**src/codec_pkg.sv**
```systemverilog
package codec_pkg;

    localparam int FRAME_BITS = 128;
    localparam int CODED_BITS = 384;
    localparam int SYM_PAIR_W = 6;
    localparam int NUM_STEPS  = 128;
    localparam int NUM_STATES = 4;
    localparam int DATA_W     = 32;

    localparam int ENC_WORDS   = FRAME_BITS / DATA_W;   // 4
    localparam int CODED_WORDS = CODED_BITS / DATA_W;   // 12

    typedef logic [FRAME_BITS-1:0] frame_t;
    typedef logic [CODED_BITS-1:0] coded_frame_t;
    typedef logic [SYM_PAIR_W-1:0] sym_pair_t;
    typedef logic [9:0]            metric_t;
    typedef logic [7:0]            axil_addr_t;
    typedef logic [DATA_W-1:0]     axil_data_t;

    localparam logic MODE_ENCODE = 1'b0;
    localparam logic MODE_DECODE = 1'b1;
    localparam logic RATE_HALF   = 1'b0;
    localparam logic RATE_THIRD  = 1'b1;

    localparam axil_addr_t REG_CTRL     = 8'h00;
    localparam axil_addr_t REG_STATUS   = 8'h04;
    localparam axil_addr_t REG_ENC_BASE = 8'h10;
    localparam axil_addr_t REG_DEC_BASE = 8'h20;
    localparam axil_addr_t REG_RES_BASE = 8'h50;

    // Start value for every state except 0 where the encoder begins
    localparam metric_t METRIC_UNREACHED = 10'd512;

endpackage

```
**src/viterbi_decoder.sv**
```systemverilog
`timescale 1ns/1ps

module viterbi_decoder
    import codec_pkg::*;
(
    input  logic      clk,
    input  logic      rst,
    input  logic      i_start,
    input  logic      i_rate,
    input  logic      i_sym_valid,
    input  sym_pair_t i_rx_syms,
    input  logic      i_last,
    output frame_t    o_decoded,
    output logic      o_done
);

typedef enum logic [1:0] {ST_IDLE, ST_ACS, ST_SELECT, ST_TRACE} vit_state_t;

vit_state_t                     state;
metric_t [NUM_STATES-1:0]       pm;
metric_t [NUM_STATES-1:0]       pm_mid;
metric_t [NUM_STATES-1:0]       pm_next;
logic [NUM_STATES-1:0]          dec_a;
logic [NUM_STATES-1:0]          dec_b;
logic [NUM_STATES-1:0]          surv [NUM_STEPS];
logic [$clog2(NUM_STEPS)-1:0]   step;
logic [1:0]                     tb_state;
logic [1:0]                     best_state;

// Hamming distance from the received symbol to the branch p -> {u, p[1]}
function automatic logic [1:0] branch_metric(
    input logic [1:0] p,
    input logic       u,
    input logic [2:0] r,
    input logic       rate
);
    logic [2:0] expect_sym;
    logic [2:0] diff;
    expect_sym[0] = u ^ p[1] ^ p[0];
    expect_sym[1] = (rate == RATE_THIRD) ? (u ^ p[1] ^ p[0]) : (u ^ p[0]);
    expect_sym[2] = u ^ p[0];
    diff = expect_sym ^ r;
    if (rate == RATE_HALF)
        diff[2] = 1'b0;
    return {1'b0, diff[0]} + {1'b0, diff[1]} + {1'b0, diff[2]};
endfunction

function automatic void acs_step(
    input  metric_t [NUM_STATES-1:0] pm_in,
    input  logic [2:0]               sym,
    input  logic                     rate,
    output metric_t [NUM_STATES-1:0] pm_out,
    output logic [NUM_STATES-1:0]    dec
);
    logic [1:0] p0;
    logic [1:0] p1;
    metric_t    m0;
    metric_t    m1;
    for (int s = 0; s < NUM_STATES; s++)
    begin
        p0 = {s[0], 1'b0};   // Both predecessors share s[0] as their newest bit
        p1 = {s[0], 1'b1};
        m0 = pm_in[p0] + branch_metric(p0, s[1], sym, rate);
        m1 = pm_in[p1] + branch_metric(p1, s[1], sym, rate);
        dec[s]    = (m1 < m0);
        pm_out[s] = (m1 < m0) ? m1 : m0;
    end
endfunction

always_comb
begin
    acs_step(pm, i_rx_syms[2:0], i_rate, pm_mid, dec_a);
    acs_step(pm_mid, i_rx_syms[5:3], i_rate, pm_next, dec_b);
end

always_comb
begin
    best_state = 2'd0;
    for (int s = 1; s < NUM_STATES; s++)
    begin
        if (pm[s] < pm[best_state])   // Strict compare keeps the lower index on a tie
            best_state = 2'(s);
    end
end

always_ff @(posedge clk)
begin
    if (!rst)
    begin
        state  <= ST_IDLE;
        step   <= '0;
        o_done <= 1'b0;
    end
    else
    begin
        o_done <= 1'b0;
        if (i_start)
        begin
            state <= ST_ACS;
            step  <= '0;
        end
        else
        begin
            case (state)
                ST_ACS:
                begin
                    if (i_sym_valid)
                    begin
                        step <= step + 2'd2;
                        if (i_last)
                            state <= ST_SELECT;
                    end
                end
                ST_SELECT:
                begin
                    step  <= '1;
                    state <= ST_TRACE;
                end
                ST_TRACE:
                begin
                    step <= step - 1'b1;
                    if (step == '0)
                    begin
                        state  <= ST_IDLE;
                        o_done <= 1'b1;
                    end
                end
                default: state <= ST_IDLE;
            endcase
        end
    end
end

always_ff @(posedge clk)
begin
    if (i_start)
    begin
        for (int s = 0; s < NUM_STATES; s++)
            pm[s] <= (s == 0) ? metric_t'(0) : METRIC_UNREACHED;
    end
    else if (state == ST_ACS && i_sym_valid)
        pm <= pm_next;

    if (state == ST_ACS && i_sym_valid)
    begin
        surv[step]        <= dec_a;
        surv[step + 1'b1] <= dec_b;
    end

    if (state == ST_SELECT)
        tb_state <= best_state;
    else if (state == ST_TRACE)
        tb_state <= {tb_state[0], surv[step][tb_state]};

    // Step 127 is the last bit sent, which is frame bit 0
    if (state == ST_TRACE)
        o_decoded[~step] <= tb_state[1];
end

endmodule

```
**config.mk**
```make
export PLATFORM = sky130hd
export DESIGN_NAME = viterbi_decoder
export DESIGN_NICKNAME = d
export VERILOG_FILES = /design/src/codec_pkg.sv /design/src/viterbi_decoder.sv
export SDC_FILE = /design/constraint.sdc
export NUM_CORES = 2
export LEC_CHECK = 0
export ABC_AREA = 1
export BUFFER_PORTS_ARGS = -buffer_cell sky130_fd_sc_hd__buf_2
export CAP_MARGIN = 25
export CORE_MARGIN = 2
export CORE_UTILIZATION = 25
export CTS_CLUSTER_SIZE = 10
export DETAILED_ROUTE_END_ITERATION = 16
export PLACE_DENSITY = 0.47
export SLEW_MARGIN = 20
export SYNTH_ARGS = -nofsm -noshare
export SYNTH_HDL_FRONTEND = slang
export SYNTH_SLANG_ARGS = --single-unit
```
**constraint.sdc**
```tcl
create_clock -name clk -period 15.5 [get_ports clk]
set_input_delay 3.1 -clock clk [delete_from_list [all_inputs] [get_ports clk]]
set_output_delay 3.1 -clock clk [all_outputs]
set_load 0.03 [all_outputs]
```
; Yosys cells after proc, flatten, opt, wreduce, memory -nomap -nowiden
; Memories as Yosys holds them, arrays and structs flattened. A register that Yosys moved wholly into a read port is not among the register bits.
; Cells that the tools add are included.
[word_totals]
reg_bits = 180
ramBits = 512
inputBits = 12
output_inout_bits = 129
wordCells = 134
memories = 1
[memory_table]
columns = name, depth, word_bits, read_ports, rd_clocked_by_memory_dff, write_ports, line
row1 = surv, 128, 4, 1, 1, 2, viterbi_decoder.sv:25  ; logic [NUM_STATES-1:0] surv [NUM_STEPS];
[classes]
addsub = 35
n_lt_le_gt_ge = 16
eq_ne = 9
muxes = 44
bitwise = 9
reduce_logical = 10
[op_table]
columns = cell, n
row1 = 10-bit by 2-bit adder with 10-bit output, 16
row2 = 128-bit bitwise mux, 1
row3 = 10-bit less-than comparator, 11
row4 = 10-bit two-way mux, 10
row5 = 10-bit binary-select mux with 2-bit select, 2
row6 = 7-bit two-way mux, 3
row7 = 7-bit case mux with 3 select lines, 1
row8 = 1-bit two-way mux, 17
row9 = 1-bit by 1-bit adder with 2-bit output, 8
row10 = 2-bit by 1-bit adder with 2-bit output, 8
row11 = 2-bit two-way mux, 7
row12 = "3-bit != test, second input constant", 3
row13 = "7-bit by 8-bit less-than comparator with 1-bit output, second input constant", 1
row14 = "7-bit by 1-bit adder with 7-bit output, second input constant", 1
row15 = "7-bit by 2-bit adder with 7-bit output, second input constant", 1
row16 = 1-bit demux with 7-bit select, 1
row17 = "7-bit by 1-bit greater-or-equal comparator with 1-bit output, second input constant", 1
row18 = 7-bit zero test, 1
row19 = 7-bit NOT, 1
row20 = "7-bit by 1-bit subtractor with 7-bit output, second input constant", 1
row21 = "2-bit by 3-bit less-than comparator with 1-bit output, second input constant", 2
row22 = "2-bit != test, second input constant", 3
row23 = 3-bit NOT, 2
row24 = 2-bit case mux with 3 select lines, 1
row25 = 14 further kinds, 20

; Logic depth before layout (Yosys ltp)
[depth]
ltp_word = 11
ltp_mapped = 50

; Worst setup path after synthesis
; No wires, ideal clock.
[synth_timing]
path_kind = input to register
startpoint = in i_rate
endpoint = mem surv[69][1], data pin
setup_ns = 0.148
t_arrival_ns = 9.194
path_slack_ns = 6.158
path_stages = 45
path_cell_list = clkbuf_1 -> nand2_1 -> nand2_1 -> nand2_1 -> ha_1 -> o21bai_1 -> ha_1 -> nand2_1 -> a21oi_1 -> inv_1 -> nor2_1 -> inv_1 -> o21ai_0 -> o21ai_1 -> ha_1 -> a21oi_1 -> o21a_1 -> nand2_1 -> [9 not listed] -> inv_1 -> fa_1 -> inv_1 -> nand2_1 -> nor2_2 -> nand2_1 -> nand2_1 -> nand2_1 -> ha_1 -> nand2_1 -> nor2_1 -> o211ai_1 -> nand3_1 -> inv_2 -> clkbuf_1 -> clkbuf_1 -> nor2_1 -> a21oi_1
[synth_rtl]
columns = item, line
row1 = "start, declared", viterbi_decoder.sv:9  ; input logic i_rate,
row2 = "end, declared", viterbi_decoder.sv:25

==> results.sh <==
export IMPL_area_growth_syn_to_layout_pct=12.9
export IMPL_max_stage_delay_ns=0.85
export IMPL_postCtsSetupRepairBufs=0
export IMPL_swShare_pct=54.7
export IMPL_syn_area_per_cell_um2=8.28
export IMPL_power_uw=11600
export IMPL_status="finished clean"
export IMPL_drive_above_1_share_pct=8.19
export IMPL_die_w_um=412
export IMPL_busiest_layer="met2"
export IMPL_worstSkewPairLatency_ns=0.70
export IMPL_antenna_found_initial=6
export IMPL_cts_made_buffers=85
export IMPL_dp_hpwl_um=103000
export IMPL_postRouteAntennaNets=0
export IMPL_dr_pass1_iters=6
export IMPL_clock_power_share_pct=16.6
export IMPL_layout_min_cycle_time_ns=10.87
export IMPL_synth_compound_area_share_pct=16.5
export IMPL_grt_usage_pct=18.4
export IMPL_crit_top_cell="nand2_1"
export IMPL_grt_overflow_total=0
export IMPL_p_comb_share_pct=59.9
export IMPL_synthMuxAreaShare_pct=0
export IMPL_via_per_inst=5.06
export IMPL_synth_seq_cells=699
export IMPL_drc=0
export IMPL_period_share_pct=70.1
export IMPL_root_buffer="clkbuf_16"
export IMPL_numClockSinks=699
export IMPL_synth_top_family_by_area="simple AND/OR/NAND/NOR gates"
export IMPL_num_rows=149
export IMPL_pin_count=141
export IMPL_syn_nets=5194
export IMPL_internal_power_uw=5270
export IMPL_relSlewSlack_pct=27.2
export IMPL_synth_warnings=0
export IMPL_synthAdderAreaFrac_pct=5.02
export IMPL_final_area_mm2=0.0470
export IMPL_tightest_slew_ns=1.09
export IMPL_clkTransAtPathRegs_ns=0.06
export IMPL_drv_cap=0
export IMPL_tritoncts="done"
export IMPL_start_util_pct=25.2
export IMPL_startpoint_type="primary input"
export IMPL_timing_final_ws_setup_ns=4.63
export IMPL_async_flop_share_pct=0
export IMPL_clockBufferDepth=3
export IMPL_finalNetCount=5164
export IMPL_hold_depth=2
export IMPL_num_vias=36557
export IMPL_cp_max_fo=95
export IMPL_use_met1_pct=24.7
export IMPL_synthDistinctLibCells=52
export IMPL_crit_type="in2reg"
export IMPL_synthesis_area_mm2=0.0416
export IMPL_synth_ff_type="edfxtp_1"
export IMPL_netlist_top_cells_area="edfxtp_1, nor2_1, nand2_1"
export IMPL_wire_per_inst_um=22.1
export IMPL_synth_top_cell_area_share_pct=46.3
export IMPL_post_cts_resized=0
export IMPL_place_ws_ns=4.01
export IMPL_powerDensity_mw_per_mm2=248
export IMPL_p_leak_uw=0.0173
export IMPL_synth_edf_count=642
export IMPL_synth_top_area_cell="edfxtp_1"
export IMPL_cts_hold_buf=0
export IMPL_netlist_instances=5027
export IMPL_ir_worst_vdd_mv=0.485
export IMPL_grt_pass1_vias=34971
export IMPL_finalHoldViolCount=0
export IMPL_r2r_cells=27
export IMPL_grt_pass1_wl_um=233000
export IMPL_first_iter_violations=3720
export IMPL_synth_simple_area_share_pct=22.0
export IMPL_worst_setup_path_end_kind="flop"
export IMPL_min_path_type="reg2reg"
export IMPL_regArea_mm2=0.0204
export IMPL_slew_violations=0
export IMPL_yosysSeqAreaShare_pct=49.1
export IMPL_placed_area_mm2=0.0444
export IMPL_multi_input_comb_area_mm2=0.0188
export IMPL_core_area_mm2=0.165
export IMPL_setup_tns_final_ns=0
export IMPL_fillers=17853
export IMPL_die_height_um=412
export IMPL_setup_viol=0
export IMPL_globalplace_congestion=0.891
export IMPL_rsz0062_at_grt="false"
export IMPL_synth_xor_area_share_pct=1.44
export IMPL_cp_required_ns=16.01
export IMPL_cts_htree_levels=3
export IMPL_fin_util_pct=28.4
export IMPL_p_seq_share_pct=23.6
export IMPL_wl_um=160000
export IMPL_met2_usage_pct=30.0
export IMPL_critPathArrivalTime_ns=11.38
export IMPL_io_buffers=140
export IMPL_power_switching_uw=6360
export IMPL_crit_slowest_cell="buf_4"
export IMPL_grt_max_degree=185
export IMPL_finClkSkew_ns=0.0405
export IMPL_dieArea_mm2=0.170
export IMPL_use_met3_pct=2.66
export IMPL_fmax_mhz=92.0
stage by stage:
step           hold WS (ns)  std cells
3_5_place_dp          0.462       7097
3_3_place_gp          0.455       7093
6_report              0.467       7230
5_1_grt               0.484       7230
2_1_floorplan         0.445       5027
4_1_cts               0.470       7227
per-layer routing:
metal | part of all wire, % | up-vias
li1 | - | 17236
met1 | 43 | 17719
met2 | 47 | 1352
met3 | 6.7 | 248
met4 | 3.4 | 2
met5 | 0.0069 | -
cell usage in the layout, fill, tap and decap left out, types with 5 or more instances in the layout:
| cell | instances |
|---|---|
| nor2_1 | 894 |
| nand2_1 | 861 |
| edfxtp_1 | 642 |
| a21oi_1 | 509 |
| o21ai_0 | 488 |
| inv_1 | 282 |
| nand3_1 | 262 |
| o22ai_1 | 154 |
| buf_2 | 140 |
| ha_1 | 135 |
| clkbuf_16 | 86 |
| nor3_1 | 77 |
| o31ai_1 | 58 |
| xor2_1 | 55 |
| dfxtp_1 | 54 |
| buf_4 | 42 |
| nand2_2 | 33 |
| clkbuf_1 | 22 |
| fa_1 | 20 |
| clkinv_1 | 17 |
| nor2_4 | 17 |
| inv_2 | 15 |
| and2_1 | 15 |
| nor2_2 | 14 |
| o211ai_1 | 13 |
| nand2_4 | 12 |
| o21a_1 | 9 |
| a21boi_0 | 9 |
| xnor2_1 | 8 |
| o21ai_1 | 8 |
| nand4_1 | 7 |
| clkinv_2 | 7 |
| nand3b_1 | 6 |
| inv_6 | 5 |
| buf_16 | 5 |
path summary, 6_finish.rpt:
kind         startpoint           to  slack (ns)
max              i_rate  surv[89][0]        4.63
min reg2reg       pm[9]        pm[9]        0.47
min               pm[9]        pm[9]        0.47
max reg2reg      pm[11]  surv[89][0]        7.42
cells in the mapped netlist, drive strengths merged (9+ instances only):
master,count
a21boi,10
a21oi,510
and2,16
buf,39
clkbuf,267
clkinv,13
dfxtp,57
edfxtp,642
fa,20
ha,135
inv,304
nand2,910
nand3,263
nor2,925
nor3,81
o211ai,13
o21a,9
o21ai,499
o22ai,154
o31ai,58
xor2,58
power groups by stage:
stage / Combinational (µW) / Sequential [µW] / Clock (µW)
finish: 6960 / 2740 / 1930
global route: 7600 / 2750 / 2020
CTS: 6900 / 2740 / 1960
detailed placement: 6880 / 2780 / 0
global placement: 6810 / 2780 / 0
floorplan: 4500 / 2740 / 0
cell families (layout without fill, tap and decap cells):
logic type	after synthesis	after routing
compound gates	1274	1274
xor+xnor	66	66
fa+ha+maj	155	155
buf+inv	623	636
flops	699	699
other cells	0	1
simple gates	2210	2210
layout make-up:
class                   count  area share, %
repair buffers            189           2.54
clock inverters            20          0.610
inverters                 317           2.60
clock buffers             110           4.82
well taps                2189           5.83
multi-input cells        3705           40.1
flip-flops and latches    699           43.5
diodes                      1        0.00533
flip-flops by register name, indices dropped and copies added (netlist names), named ones only:
name,flops
surv,512
o_decoded,128
pm,40
step,7
state,2
tb_state,2
o_done,1
critical path, delay by kind of cell:
kind	cells	cell delay (ns)
AND/OR/NAND/NOR	16	2.48
buffers and inverters	6	1.95
adder cells (fa/ha/maj)	6	1.76
AO/OA/AOI/OAI	5	1.34
XOR/XNOR	2	0.48
Power figures use the tool's default switching activity.
