File: src/codec_pkg.sv
package codec_pkg;

    localparam int FRAME_BITS = 128;
    localparam int CODED_BITS = 384;
    localparam int SYM_PAIR_W = 6;
    localparam int NUM_STEPS  = 128;
    localparam int NUM_STATES = 4;
    localparam int DATA_W     = 32;

    localparam int ENC_WORDS   = FRAME_BITS / DATA_W;   // 4
    localparam int CODED_WORDS = CODED_BITS / DATA_W;   // 12

    typedef logic [FRAME_BITS-1:0] frame_t;
    typedef logic [CODED_BITS-1:0] coded_frame_t;
    typedef logic [SYM_PAIR_W-1:0] sym_pair_t;
    typedef logic [9:0]            metric_t;
    typedef logic [7:0]            axil_addr_t;
    typedef logic [DATA_W-1:0]     axil_data_t;

    localparam logic MODE_ENCODE = 1'b0;
    localparam logic MODE_DECODE = 1'b1;
    localparam logic RATE_HALF   = 1'b0;
    localparam logic RATE_THIRD  = 1'b1;

    localparam axil_addr_t REG_CTRL     = 8'h00;
    localparam axil_addr_t REG_STATUS   = 8'h04;
    localparam axil_addr_t REG_ENC_BASE = 8'h10;
    localparam axil_addr_t REG_DEC_BASE = 8'h20;
    localparam axil_addr_t REG_RES_BASE = 8'h50;

    // Start value for every state except 0 where the encoder begins
    localparam metric_t METRIC_UNREACHED = 10'd512;

endpackage

File: src/axil_regs.sv
`timescale 1ns/1ps

module axil_regs
    import codec_pkg::*;
(
    input  logic         clk,
    input  logic         rst,
    input  axil_addr_t   i_awaddr,
    input  logic         i_awvalid,
    output logic         o_awready,
    input  axil_data_t   i_wdata,
    input  logic         i_wvalid,
    output logic         o_wready,
    output logic [1:0]   o_bresp,
    output logic         o_bvalid,
    input  logic         i_bready,
    input  axil_addr_t   i_araddr,
    input  logic         i_arvalid,
    output logic         o_arready,
    output axil_data_t   o_rdata,
    output logic [1:0]   o_rresp,
    output logic         o_rvalid,
    input  logic         i_rready,
    input  logic         i_enc_done,
    input  coded_frame_t i_coded,
    input  logic         i_dec_done,
    input  frame_t       i_decoded,
    output logic         o_start,
    output logic         o_mode,
    output logic         o_rate,
    output frame_t       o_enc_frame,
    output coded_frame_t o_dec_frame
);

typedef enum logic [1:0] {WR_IDLE, WR_ACCEPT, WR_EXEC, WR_RESP} wr_state_t;

wr_state_t    wr_state;
axil_addr_t   awaddr_q;
axil_data_t   wdata_q;
axil_addr_t   wr_enc_idx;
axil_addr_t   wr_dec_idx;
axil_addr_t   rd_enc_idx;
axil_addr_t   rd_dec_idx;
axil_addr_t   rd_res_idx;
axil_data_t   rd_data;
coded_frame_t result;
logic         busy;
logic         done;

function automatic axil_addr_t word_index(input axil_addr_t addr, input axil_addr_t base);
    return (addr - base) >> 2;   // Wraps high below base, so one compare covers the range
endfunction

assign o_bresp = 2'b00;
assign o_rresp = 2'b00;

assign wr_enc_idx = word_index(awaddr_q, REG_ENC_BASE);
assign wr_dec_idx = word_index(awaddr_q, REG_DEC_BASE);

always_ff @(posedge clk)
begin
    if (!rst)
    begin
        wr_state  <= WR_IDLE;
        o_awready <= 1'b0;
        o_wready  <= 1'b0;
        o_bvalid  <= 1'b0;
        o_start   <= 1'b0;
        o_mode    <= MODE_ENCODE;
        o_rate    <= RATE_HALF;
        busy      <= 1'b0;
        done      <= 1'b0;
    end
    else
    begin
        o_start <= 1'b0;
        case (wr_state)
            WR_IDLE:
            begin
                o_awready <= 1'b1;
                o_wready  <= 1'b1;
                wr_state  <= WR_ACCEPT;
            end
            WR_ACCEPT:
            begin
                if (i_awvalid && o_awready)
                    o_awready <= 1'b0;
                if (i_wvalid && o_wready)
                    o_wready <= 1'b0;
                if (!o_awready && !o_wready)
                    wr_state <= WR_EXEC;
            end
            WR_EXEC:
            begin
                if (awaddr_q == REG_CTRL && !busy)
                begin
                    o_mode <= wdata_q[1];
                    o_rate <= wdata_q[2];
                    if (wdata_q[0])
                    begin
                        o_start <= 1'b1;
                        busy    <= 1'b1;
                        done    <= 1'b0;
                    end
                end
                o_bvalid <= 1'b1;
                wr_state <= WR_RESP;
            end
            WR_RESP:
            begin
                if (i_bready)
                begin
                    o_bvalid <= 1'b0;
                    wr_state <= WR_IDLE;
                end
            end
            default: wr_state <= WR_IDLE;
        endcase

        if (i_enc_done || i_dec_done)
        begin
            busy <= 1'b0;
            done <= 1'b1;
        end
    end
end

always_ff @(posedge clk)
begin
    if (wr_state == WR_ACCEPT && i_awvalid && o_awready)
        awaddr_q <= i_awaddr;
    if (wr_state == WR_ACCEPT && i_wvalid && o_wready)
        wdata_q <= i_wdata;

    if (wr_state == WR_EXEC && !busy)
    begin
        if (wr_enc_idx < ENC_WORDS)
            o_enc_frame[DATA_W*wr_enc_idx +: DATA_W] <= wdata_q;
        if (wr_dec_idx < CODED_WORDS)
            o_dec_frame[DATA_W*wr_dec_idx +: DATA_W] <= wdata_q;
    end

    if (i_enc_done || i_dec_done)
        result <= (o_mode == MODE_DECODE) ? coded_frame_t'(i_decoded) : i_coded;
end

always_comb
begin
    rd_enc_idx = word_index(i_araddr, REG_ENC_BASE);
    rd_dec_idx = word_index(i_araddr, REG_DEC_BASE);
    rd_res_idx = word_index(i_araddr, REG_RES_BASE);
    rd_data    = '0;
    if (i_araddr == REG_CTRL)
        rd_data = {29'd0, o_rate, o_mode, 1'b0};
    else if (i_araddr == REG_STATUS)
        rd_data = {30'd0, done, busy};
    else if (rd_enc_idx < ENC_WORDS)
        rd_data = o_enc_frame[DATA_W*rd_enc_idx +: DATA_W];
    else if (rd_dec_idx < CODED_WORDS)
        rd_data = o_dec_frame[DATA_W*rd_dec_idx +: DATA_W];
    else if (rd_res_idx < CODED_WORDS)
        rd_data = result[DATA_W*rd_res_idx +: DATA_W];
end

always_ff @(posedge clk)
begin
    if (!rst)
    begin
        o_arready <= 1'b0;
        o_rvalid  <= 1'b0;
    end
    else if (o_arready && i_arvalid)
    begin
        o_arready <= 1'b0;
        o_rvalid  <= 1'b1;
    end
    else if (o_rvalid && i_rready)
    begin
        o_rvalid  <= 1'b0;
        o_arready <= 1'b1;
    end
    else if (!o_rvalid)
        o_arready <= 1'b1;
end

always_ff @(posedge clk)
begin
    if (o_arready && i_arvalid)
        o_rdata <= rd_data;
end

endmodule

File: config.mk
export PLATFORM = sky130hd
export DESIGN_NAME = axil_regs
export DESIGN_NICKNAME = d
export VERILOG_FILES = /design/src/codec_pkg.sv /design/src/axil_regs.sv
export SDC_FILE = /design/constraint.sdc
export NUM_CORES = 1
export LEC_CHECK = 0
export ABC_CLOCK_PERIOD_IN_PS = 8100
export BUFFER_PORTS_ARGS = -buffer_cell sky130_fd_sc_hd__buf_2
export CAP_MARGIN = 20
export CORE_AREA = 8 8 433 435
export DETAILED_ROUTE_END_ITERATION = 16
export DIE_AREA = 0 0 441 443
export HOLD_SLACK_MARGIN = 0.15
export PLACE_DENSITY_LB_ADDON = 0.2
export SYNTH_ARGS = -nofsm -noshare
export SYNTH_HDL_FRONTEND = slang
export SYNTH_SLANG_ARGS = --single-unit
File: constraint.sdc
create_clock -name clk -period 8.1 [get_ports clk]
set_input_delay 0.81 -clock clk [delete_from_list [all_inputs] [get_ports clk]]
set_output_delay 0.81 -clock clk [all_outputs]
set_load 0.1 [all_outputs]
### Word-level counts from Yosys, hierarchy flattened

Cells that the tools add are included.
W data, S select, Z words.

* output and inout bits: 556
* input port bits: 569
* logic and storage cells: 112
* register bits: 980

* order comparisons: 5
* mux-type cells: 26
* shifts and indexed selects: 7
* equal/unequal tests: 9
* bitwise operators: 1
* reductions and logical operators: 37
* add/subtract/negate cells: 7

Operators with widths (count)
* $shiftx A384 B12 Y32: 2
* $bwmux W384: 1
* $shift A32 B34 Y384 const A: 1
* $shiftx A32 B34 Y384: 1
* $bwmux W128: 1
* $mux W128: 1
* $shift A32 B34 Y128 const A: 1
* $shiftx A128 B12 Y32: 1
* $shiftx A32 B34 Y128: 1
* $mux W32: 3
* $neg A11 Y34: 2
* $lt A6 B4 Y1 const B: 3
* $logic_not A8 Y1: 2
* $sub A8 B5 Y8 const B: 2
* $sub A8 B6 Y8 const B: 2
* $reduce_and A2 Y1: 7
* $lt A6 B3 Y1 const B: 2
* $mux W1: 12
* $reduce_bool A2 Y1: 6
* $logic_and A1 B1 Y1: 11
* $reduce_and A3 Y1: 3
* $eq A8 B3 Y1 const B: 1
* $ne A2 B2 Y1 const B: 4
* $pmux W2 S4: 1
* other kinds (12): 21

### Logic depth before layout (Yosys ltp)

Gate-level depths: netlist of the first run.

* depth in word-level cells: 7
* depth in mapped cells: 11
* gate-level depth less buffers: 10

### Worst setup path after synthesis of the first run

No wires, ideal clock.

* path type: input -> register
* start point: in i_enc_done
* end point: reg result[0], enable pin
* arrival time: 5431 ps
* data required time: 7510 ps
* stages on the path: 1
* slack: 2079 ps
* library setup time: 590 ps
* cells stage by stage: or2_2

* word-level cells in the longest chain between the ends: 1

RTL lines
* start, declared: line axil_regs.sv:24 `input logic i_enc_done,`
* $logic_or A1 B1 Y1: line axil_regs.sv:143 `if (i_enc_done || i_dec_done)`
* end signal, assigned: line axil_regs.sv:144 `result <= (o_mode == MODE_DECODE) ? coded_frame_t'(i_decoded) : i_coded;`
* end, declared: line axil_regs.sv:46 `coded_frame_t result;`

Every way passes these cells.
A chain may end at the register's enable or synchronous reset.

### Worst setup path in the final report of the first run

* start point: reg awaddr_q[2]
* end point: reg o_dec_frame[71], enable pin

* word-level cells in the longest chain between the ends: 3

RTL lines
* start, declared: line axil_regs.sv:38 `axil_addr_t awaddr_q;`
* start signal, assigned: line axil_regs.sv:131 `awaddr_q <= i_awaddr;`
* $sub A8 B6 Y8: line axil_regs.sv:51 `return (addr - base) >> 2;`
* $lt A6 B4 Y1: line axil_regs.sv:139 `if (wr_dec_idx < CODED_WORDS)`
* $reduce_and A2 Y1 (no source line)
* end signal, assigned by index: line axil_regs.sv:140 `o_dec_frame[DATA_W*wr_dec_idx +: DATA_W] <= wdata_q;`
* end, declared: line axil_regs.sv:32 `output coded_frame_t o_dec_frame`

Every way passes these cells.

==> impl_metrics.sql, run 1 <==
INSERT INTO impl_metrics (metric_group, metric, value, unit) VALUES
('timing', 'final_clock_skew', '0.112', 'ns'),
('synth', 'synth_top_cell_area_share', '65.8', '%'),
('power_and_ir_drop', 'pleak', '20.0', 'nW'),
('cts', 'cts-root-buf', 'clkbuf_16', ''),
('cts', 'tritoncts', 'yes', ''),
('setup_path', 'timing.critical_path.from_type', 'flop', ''),
('global_routing', 'use_met1', '26.9', '%'),
('setup_path', 'path_max_fanout', '83', ''),
('finish', 'finish.cell_count_without_fillers', '6404', ''),
('synth', 'top_cells_by_area_in_the_synthesized_netlist', 'edfxtp_1, mux4_2, mux2_2', ''),
('routing', 'drc', '0', ''),
('status', 'status', 'finished clean', ''),
('synth', 'synth_area', '0.0442', 'mm^2'),
('finish', 'area.growth.synth_to_final', '27.9', '%'),
('timing', 'postLayoutSetupSlackWorst', '3.56', 'ns'),
('cts', 'clock_sinks', '980', ''),
('synth', 'synth_cell_types', '62', ''),
('power_and_ir_drop', 'worst_vdd_ir', '0.199', 'mV'),
('placed_design', 'io_buffers', '1120', ''),
('floorplan', 'start_util', '24.5', '%'),
('synth', 'synth_edf_count', '968', ''),
('synth', 'yosys_warnings', '0', ''),
('floorplan', 'placeableCoreArea', '0.180', 'mm^2'),
('floorplan', 'die_x', '441', 'um'),
('global_routing', 'met2_usage_in_global_routing', '38.6', '%'),
('setup_path', 'critPathTopFamily', 'simple AND/OR/NAND/NOR gates', ''),
('finish', 'drive_gt1_share', '43.8', '%'),
('routing', 'detailroute.via_count', '31300', ''),
('cts', 'cts_made_buffers', '114', ''),
('placed_design', 'hpwlAfterDp', '180000', 'um'),
('placed_design', 'place_congestion', '0.944', ''),
('floorplan', 'die-area', '0.195', 'mm^2'),
('cts', 'cts-htree-levels', '3', ''),
('placed_design', 'dpl_worst_slack', '3.12', 'ns'),
('synth', 'synth-async-reset-ratio', '0', '%'),
('setup_path', 'timing.setup.critical_path_class', 'flop to flop', ''),
('setup_path', 'crit_chain', 'inv_1 -> ha_1 -> nand2_1 -> o31ai_1 -> nand2_4 -> buf_16 -> nor3_2 -> buf_4', ''),
('finish', 'multi_input_area', '0.0139', 'mm^2'),
('global_routing', 'antenna_found_initial', '92', ''),
('synth', 'ys_ff_latch', '980', ''),
('setup_path', 'worst-endpoint-arrival', '4.97', 'ns'),
('floorplan', 'core.rowCount', '156', ''),
('routing', 'post_drt_wl_per_cell', '35.9', 'um'),
('floorplan', 'floorplan.die.height', '443', 'um'),
('timing', 'min_period_over_period', '56.1', '%'),
('finish', 'ff_latch_area', '0.0293', 'mm^2'),
('synth', 'yosys.cell_count.top_type', 'edfxtp_1', ''),
('setup_path', 'buffer_and_inverter_count_on_the_worst_path', '3', ''),
('timing', 'min_period', '4.54', 'ns'),
('setup_path', 'critical_path.endpoint_type', 'flop', ''),
('global_routing', 'grtUsageMet3', '6.12', '%'),
('synth', 'yosys.area.top_type', 'edfxtp_1', ''),
('setup_path', 'critical_path_required', '8.53', 'ns'),
('routing', 'final_antenna_net_count', '0', ''),
('placed_design', 'place.detailed.instances', '6130', ''),
('flow_run', 'drv_cap', '0', ''),
('timing', 'timing_hold_violations_final', '0', ''),
('timing', 'fmax', '0.220', 'GHz'),
('finish', 'final_nets', '4503', ''),
('floorplan', 'number_of_top_level_pins', '1125', ''),
('global_routing', 'grt_remaining_overflow', '0', ''),
('hold_path', 'hp_class', 'input port to flop', ''),
('cts', 'cts.clk_slew.worst_paths', '0.06', 'ns'),
('global_routing', 'first_global_vias', '31800', ''),
('routing', 'drt_iter0_drc', '3159', ''),
('timing', 'maxSlewHeadroom', '23.1', '%'),
('synth', 'synthesis.area_per_instance', '15.7', 'um^2'),
('cts', 'clk-insertion-delay-late', '0.81', 'ns'),
('synth', 'synth-main-ff-cell', 'edfxtp_1', ''),
('cts', 'postCtsResizedCells', '0', ''),
('timing', 'setup-violations-final', '0', '');
==> report_power, final <==
group	leakage [nW]	total, mW	internal [mW]	switching [mW]
clock	1.77	5.11	2.83	2.29
sequential	8.96	5.83	5.74	0.0899
combinational	9.26	1.34	0.459	0.885
==> metrics by stage <==
step / area, um^2 / utilization (%) / hold WS, ns
global route: 56500 / 31.4 / 0.190
global placement: 52400 / 29.1 / 0.495
detailed placement: 52400 / 29.1 / 0.515
CTS: 56400 / 31.3 / 0.161
floorplan: 44200 / - / 0.501
finish: 56500 / 31.4 / 0.230
==> layout make-up <==
cell class | instances | share of cell area [%]
Sequential cell | 980 | 51.9
Multi-Input combinational cell | 1565 | 24.6
Timing Repair Buffer | 1207 | 11.4
Clock buffer | 139 | 5.28
Antenna cell | 25 | 0.111
Tap cell | 2370 | 5.25
Inverter | 44 | 0.292
Clock inverter | 74 | 1.19
==> cells by family after synthesis <==
| kind of cell | after synthesis | share of synthesized area [%] |
|---|---|---|
| AO/OA/AOI/OAI | 139 | 2.38 |
| AND/OR/NAND/NOR | 973 | 11.7 |
| buffers and inverters | 267 | 2.65 |
| adder cells (fa/ha/maj) | 22 | 0.623 |
| XOR/XNOR | 12 | 0.238 |
| multiplexers | 415 | 16.1 |
| flip-flops | 980 | 66.3 |
| other | 1 | 0.00849 |
==> path summary, 6_finish.rpt <==
path / from / to / slack [ns] / cells past startpoint
min: i_wdata[5] / wdata_q[5]$_DFFE_PP_ / 0.23 / 1
max: awaddr_q[2]$_DFFE_PP_ / o_dec_frame[71]$_DFFE_PP_ / 3.56 / 8
max reg2reg: awaddr_q[2]$_DFFE_PP_ / o_dec_frame[71]$_DFFE_PP_ / 3.56 / 8
min reg2reg: o_arready$_SDFFE_PP0P_ / o_arready$_SDFFE_PP0P_ / 0.53 / 1
==> cells in the final DEF, fill, tap and decap left out, types with 23 or more instances in the layout <==
master and instances:
mux4_2 221, nor2b_1 266, clkinv_1 38, edfxtp_1 968, a311o_1 23, diode_2 25
nor2_1 193, a22oi_1 30, buf_4 47, and3_1 38, mux2_2 160, o22ai_1 25
nand2_1 63, nor3_1 197, buf_2 1117, clkbuf_16 114, and2_1 130, mux2i_1 34
inv_1 41, dlygate4sd3_1 34, nand3_1 36
==> flip-flops by register name (all words and copies together) (netlist names), 2 cells and up <==
register / flops
o_enc_frame: 128
wr_state: 2
awaddr_q: 8
o_rdata: 32
result: 384
wdata_q: 32
o_dec_frame: 384
==> timing repair <==
action,in CTS,in global routing
endpoints found under the hold margin,34,0
hold buffers,34,0
setup buffers,0,0
==> layer usage <==
metal	part of all wire [%]	routed length, um	up-vias
met5	0.051	117	-
met4	4.9	11200	20
met3	8.7	20000	373
met2	49	113000	1543
met1	37	85400	16300
li1	-	-	13000
Power figures use the tool's default switching activity.
==> run 2, diff against run 1 <==
Settings changed: ABC_CLOCK_PERIOD_IN_PS 8100 to 3700, CORE_AREA 8 8 433 435 to 8 8 430 432, DIE_AREA 0 0 441 443 to 0 0 438 440.
Clock period 8.1 ns to 3.7 ns, I/O delays scaled along.
==> impl_metrics.sql, run 2 (synthesis results as in run 1) <==
INSERT INTO impl_metrics (metric_group, metric, value, unit) VALUES
('finish', 'layout_common_cells', 'buf_2, edfxtp_1, dlygate4sd3_1', ''),
('power_and_ir_drop', 'power.combinational.fraction', '12.8', '%'),
('timing', 'setup-violations-final', '0', ''),
('timing', 'min_period', '3.25', 'ns'),
('finish', 'reg.largest.list', 'o_dec_frame x384, result x384, o_enc_frame x128', ''),
('routing', 'drt_first_pass_iters', '5', ''),
('cts', 'clock_sinks', '980', ''),
('cts', 'max-clock-path-buffers', '3', ''),
('routing', 'postRouteWirelength', '236000', 'um'),
('cts', 'clk-insertion-delay-late', '0.80', 'ns'),
('timing', 'min_period_over_period', '87.8', '%'),
('timing', 'setup_tns', '0', 'ns'),
('cts', 'cts_made_buffers', '115', ''),
('finish', 'final_core_util', '35.4', '%'),
('routing', 'drc', '0', ''),
('routing', 'post_drt_wl_per_cell', '33.8', 'um'),
('floorplan', 'core.rowCount', '155', ''),
('cts', 'cts-htree-levels', '3', ''),
('routing', 'final_antenna_net_count', '0', ''),
('timing', 'fmax', '0.308', 'GHz'),
('global_routing', 'first_global_vias', '35000', ''),
('finish', 'area.growth.synth_to_final', '42.4', '%'),
('timing', 'rsz_0062_raised_after_global_routing', 'false', ''),
('flow_run', 'drv_cap', '0', ''),
('global_routing', 'antenna_found_initial', '31', ''),
('cts', 'postCtsResizedCells', '0', ''),
('timing', 'hold_ws', '0.280', 'ns'),
('hold_path', 'hold_path_depth', '2', ''),
('hold_path', 'hp_class', 'input port to flop', ''),
('setup_path', 'timing.setup.critical_path_class', 'flop to flop', ''),
('floorplan', 'start_util', '24.9', '%'),
('setup_path', 'r2r_slack', '0.45', 'ns'),
('power_and_ir_drop', 'report.power.total', '27.9', 'mW'),
('floorplan', 'number_of_top_level_pins', '1125', ''),
('timing', 'slew_violations', '0', ''),
('placed_design', 'io_buffers', '1120', ''),
('placed_design', 'place_congestion', '0.895', ''),
('power_and_ir_drop', 'power.clock.fraction', '41.5', '%'),
('routing', 'via_per_inst', '4.85', ''),
('timing', 'max_slew.worst_pin.slew', '1.02', 'ns'),
('global_routing', 'grt_remaining_overflow', '0', ''),
('setup_path', 'path_max_fanout', '32', ''),
('cts', 'cts.clk_slew.worst_paths', '0.06', 'ns'),
('timing', 'final_clock_skew', '0.100', 'ns'),
('power_and_ir_drop', 'pleak', '22.9', 'nW'),
('global_routing', 'grt_max_degree', '74', ''),
('power_and_ir_drop', 'worst_vdd_ir', '0.394', 'mV'),
('setup_path', 'critical_path.endpoint_type', 'flop', ''),
('placed_design', 'hpwlAfterDp', '185000', 'um'),
('routing', 'detailroute.via_count', '33900', ''),
('timing', 'timing_hold_violations_final', '0', ''),
('cts', 'tritoncts', 'yes', ''),
('cts', 'cts-root-buf', 'clkbuf_16', ''),
('setup_path', 'worst-endpoint-arrival', '3.68', 'ns'),
('routing', 'drt_iter0_drc', '3235', ''),
('finish', 'final_nets', '5106', ''),
('power_and_ir_drop', 'net-switching-power', '7.32', 'mW'),
('status', 'status', 'finished clean', ''),
('setup_path', 'rr_worst_depth', '11', ''),
('power_and_ir_drop', 'cell_area_power_density', '444', 'mW/mm^2'),
('global_routing', 'globalRouteTotalUtil', '23.5', '%'),
('power_and_ir_drop', 'power.share.sequential', '45.7', '%'),
('global_routing', 'wire_length_of_the_first_global_routing_pass', '315000', 'um'),
('finish', 'drive_gt1_share', '39.8', '%'),
('cts', 'postCtsSetupBuffers', '0', ''),
('floorplan', 'die_x', '438', 'um'),
('floorplan', 'floorplan.die.height', '440', 'um'),
('floorplan', 'placeableCoreArea', '0.178', 'mm^2'),
('setup_path', 'critical_path_required', '4.13', 'ns'),
('finish', 'layout.cells.most_common', 'buf_2', ''),
('timing', 'maxSlewHeadroom', '32.0', '%'),
('power_and_ir_drop', 'switching_share', '26.2', '%'),
('power_and_ir_drop', 'internal_power', '20.6', 'mW'),
('setup_path', 'timing.critical_path.from_type', 'flop', ''),
('floorplan', 'die-area', '0.193', 'mm^2');
-- run 2: cell type report --
type / instances / area [um^2]
fill: 17400 / 115000
sequential: 980 / 29300
multi-input combinational: 1565 / 14000
timing repair buffer: 1809 / 12700
clock buffer: 138 / 2960
tap: 2355 / 2950
clock inverter: 79 / 835
inverter: 44 / 165
antenna: 20 / 50.0
-- run 2: path summary, 6_finish.rpt --
kind / from / end
setup / recovery: awaddr_q[5]$_DFFE_PP_ / o_enc_frame[116]$_DFFE_PP_
hold / removal: i_wdata[4] / wdata_q[4]$_DFFE_PP_
setup reg to reg: awaddr_q[5]$_DFFE_PP_ / o_enc_frame[116]$_DFFE_PP_
hold reg to reg: o_rate$_SDFFE_PN0P_ / o_rate$_SDFFE_PN0P_
-- run 2: through the flow --
stage,instance area (um^2),cells,setup slack (ns)
floorplan,44300,2812,-1.14
detailed placement,53400,6187,0.465
CTS,62900,6970,0.459
finish,62900,6990,0.452
global route,62900,6979,0.269
global placement,53400,6187,0.403
-- run 2: power groups by stage --
| stage | registers [mW] | logic [mW] | clock network, mW |
|---|---|---|---|
| floorplan | 13.2 | 1.44 | 0 |
| global placement | 13.0 | 3.05 | 0 |
| detailed placement | 13.0 | 3.05 | 0 |
| CTS | 12.8 | 3.59 | 11.9 |
| global route | 12.8 | 3.77 | 12.2 |
| finish | 12.8 | 3.56 | 11.6 |
-- run 2: what timing repair did --
| action | CTS | global route |
|---|---|---|
| hold endpoints to repair | 438 | 0 |
| hold buffers | 566 | 0 |
| endpoints found under the setup margin | 0 | 0 |
-- run 2: worst max-delay path, stage by stage (launching register included) --
cell and delay, ns:
edfxtp_1 0.45, inv_1 0.23, ha_1 0.22, a21boi_0 0.27, xnor2_1 0.13, ha_1 0.22, a21oi_1 0.13, nand2_1 0.07
a211o_1 0.26, a221o_1 0.42, nor3_2 0.22, buf_12 0.25
-- run 2: per-layer routing --
| metal | up-vias | share of wire (%) | track usage (%) |
|---|---|---|---|
| met1 | 17800 | 40 | 29.4 |
| li1 | 14200 | - | - |
| met5 | - | 0.0042 | 0 |
| met2 | 1546 | 47 | 39.0 |
| met4 | 2 | 5.0 | 9.43 |
| met3 | 343 | 7.6 | 5.90 |
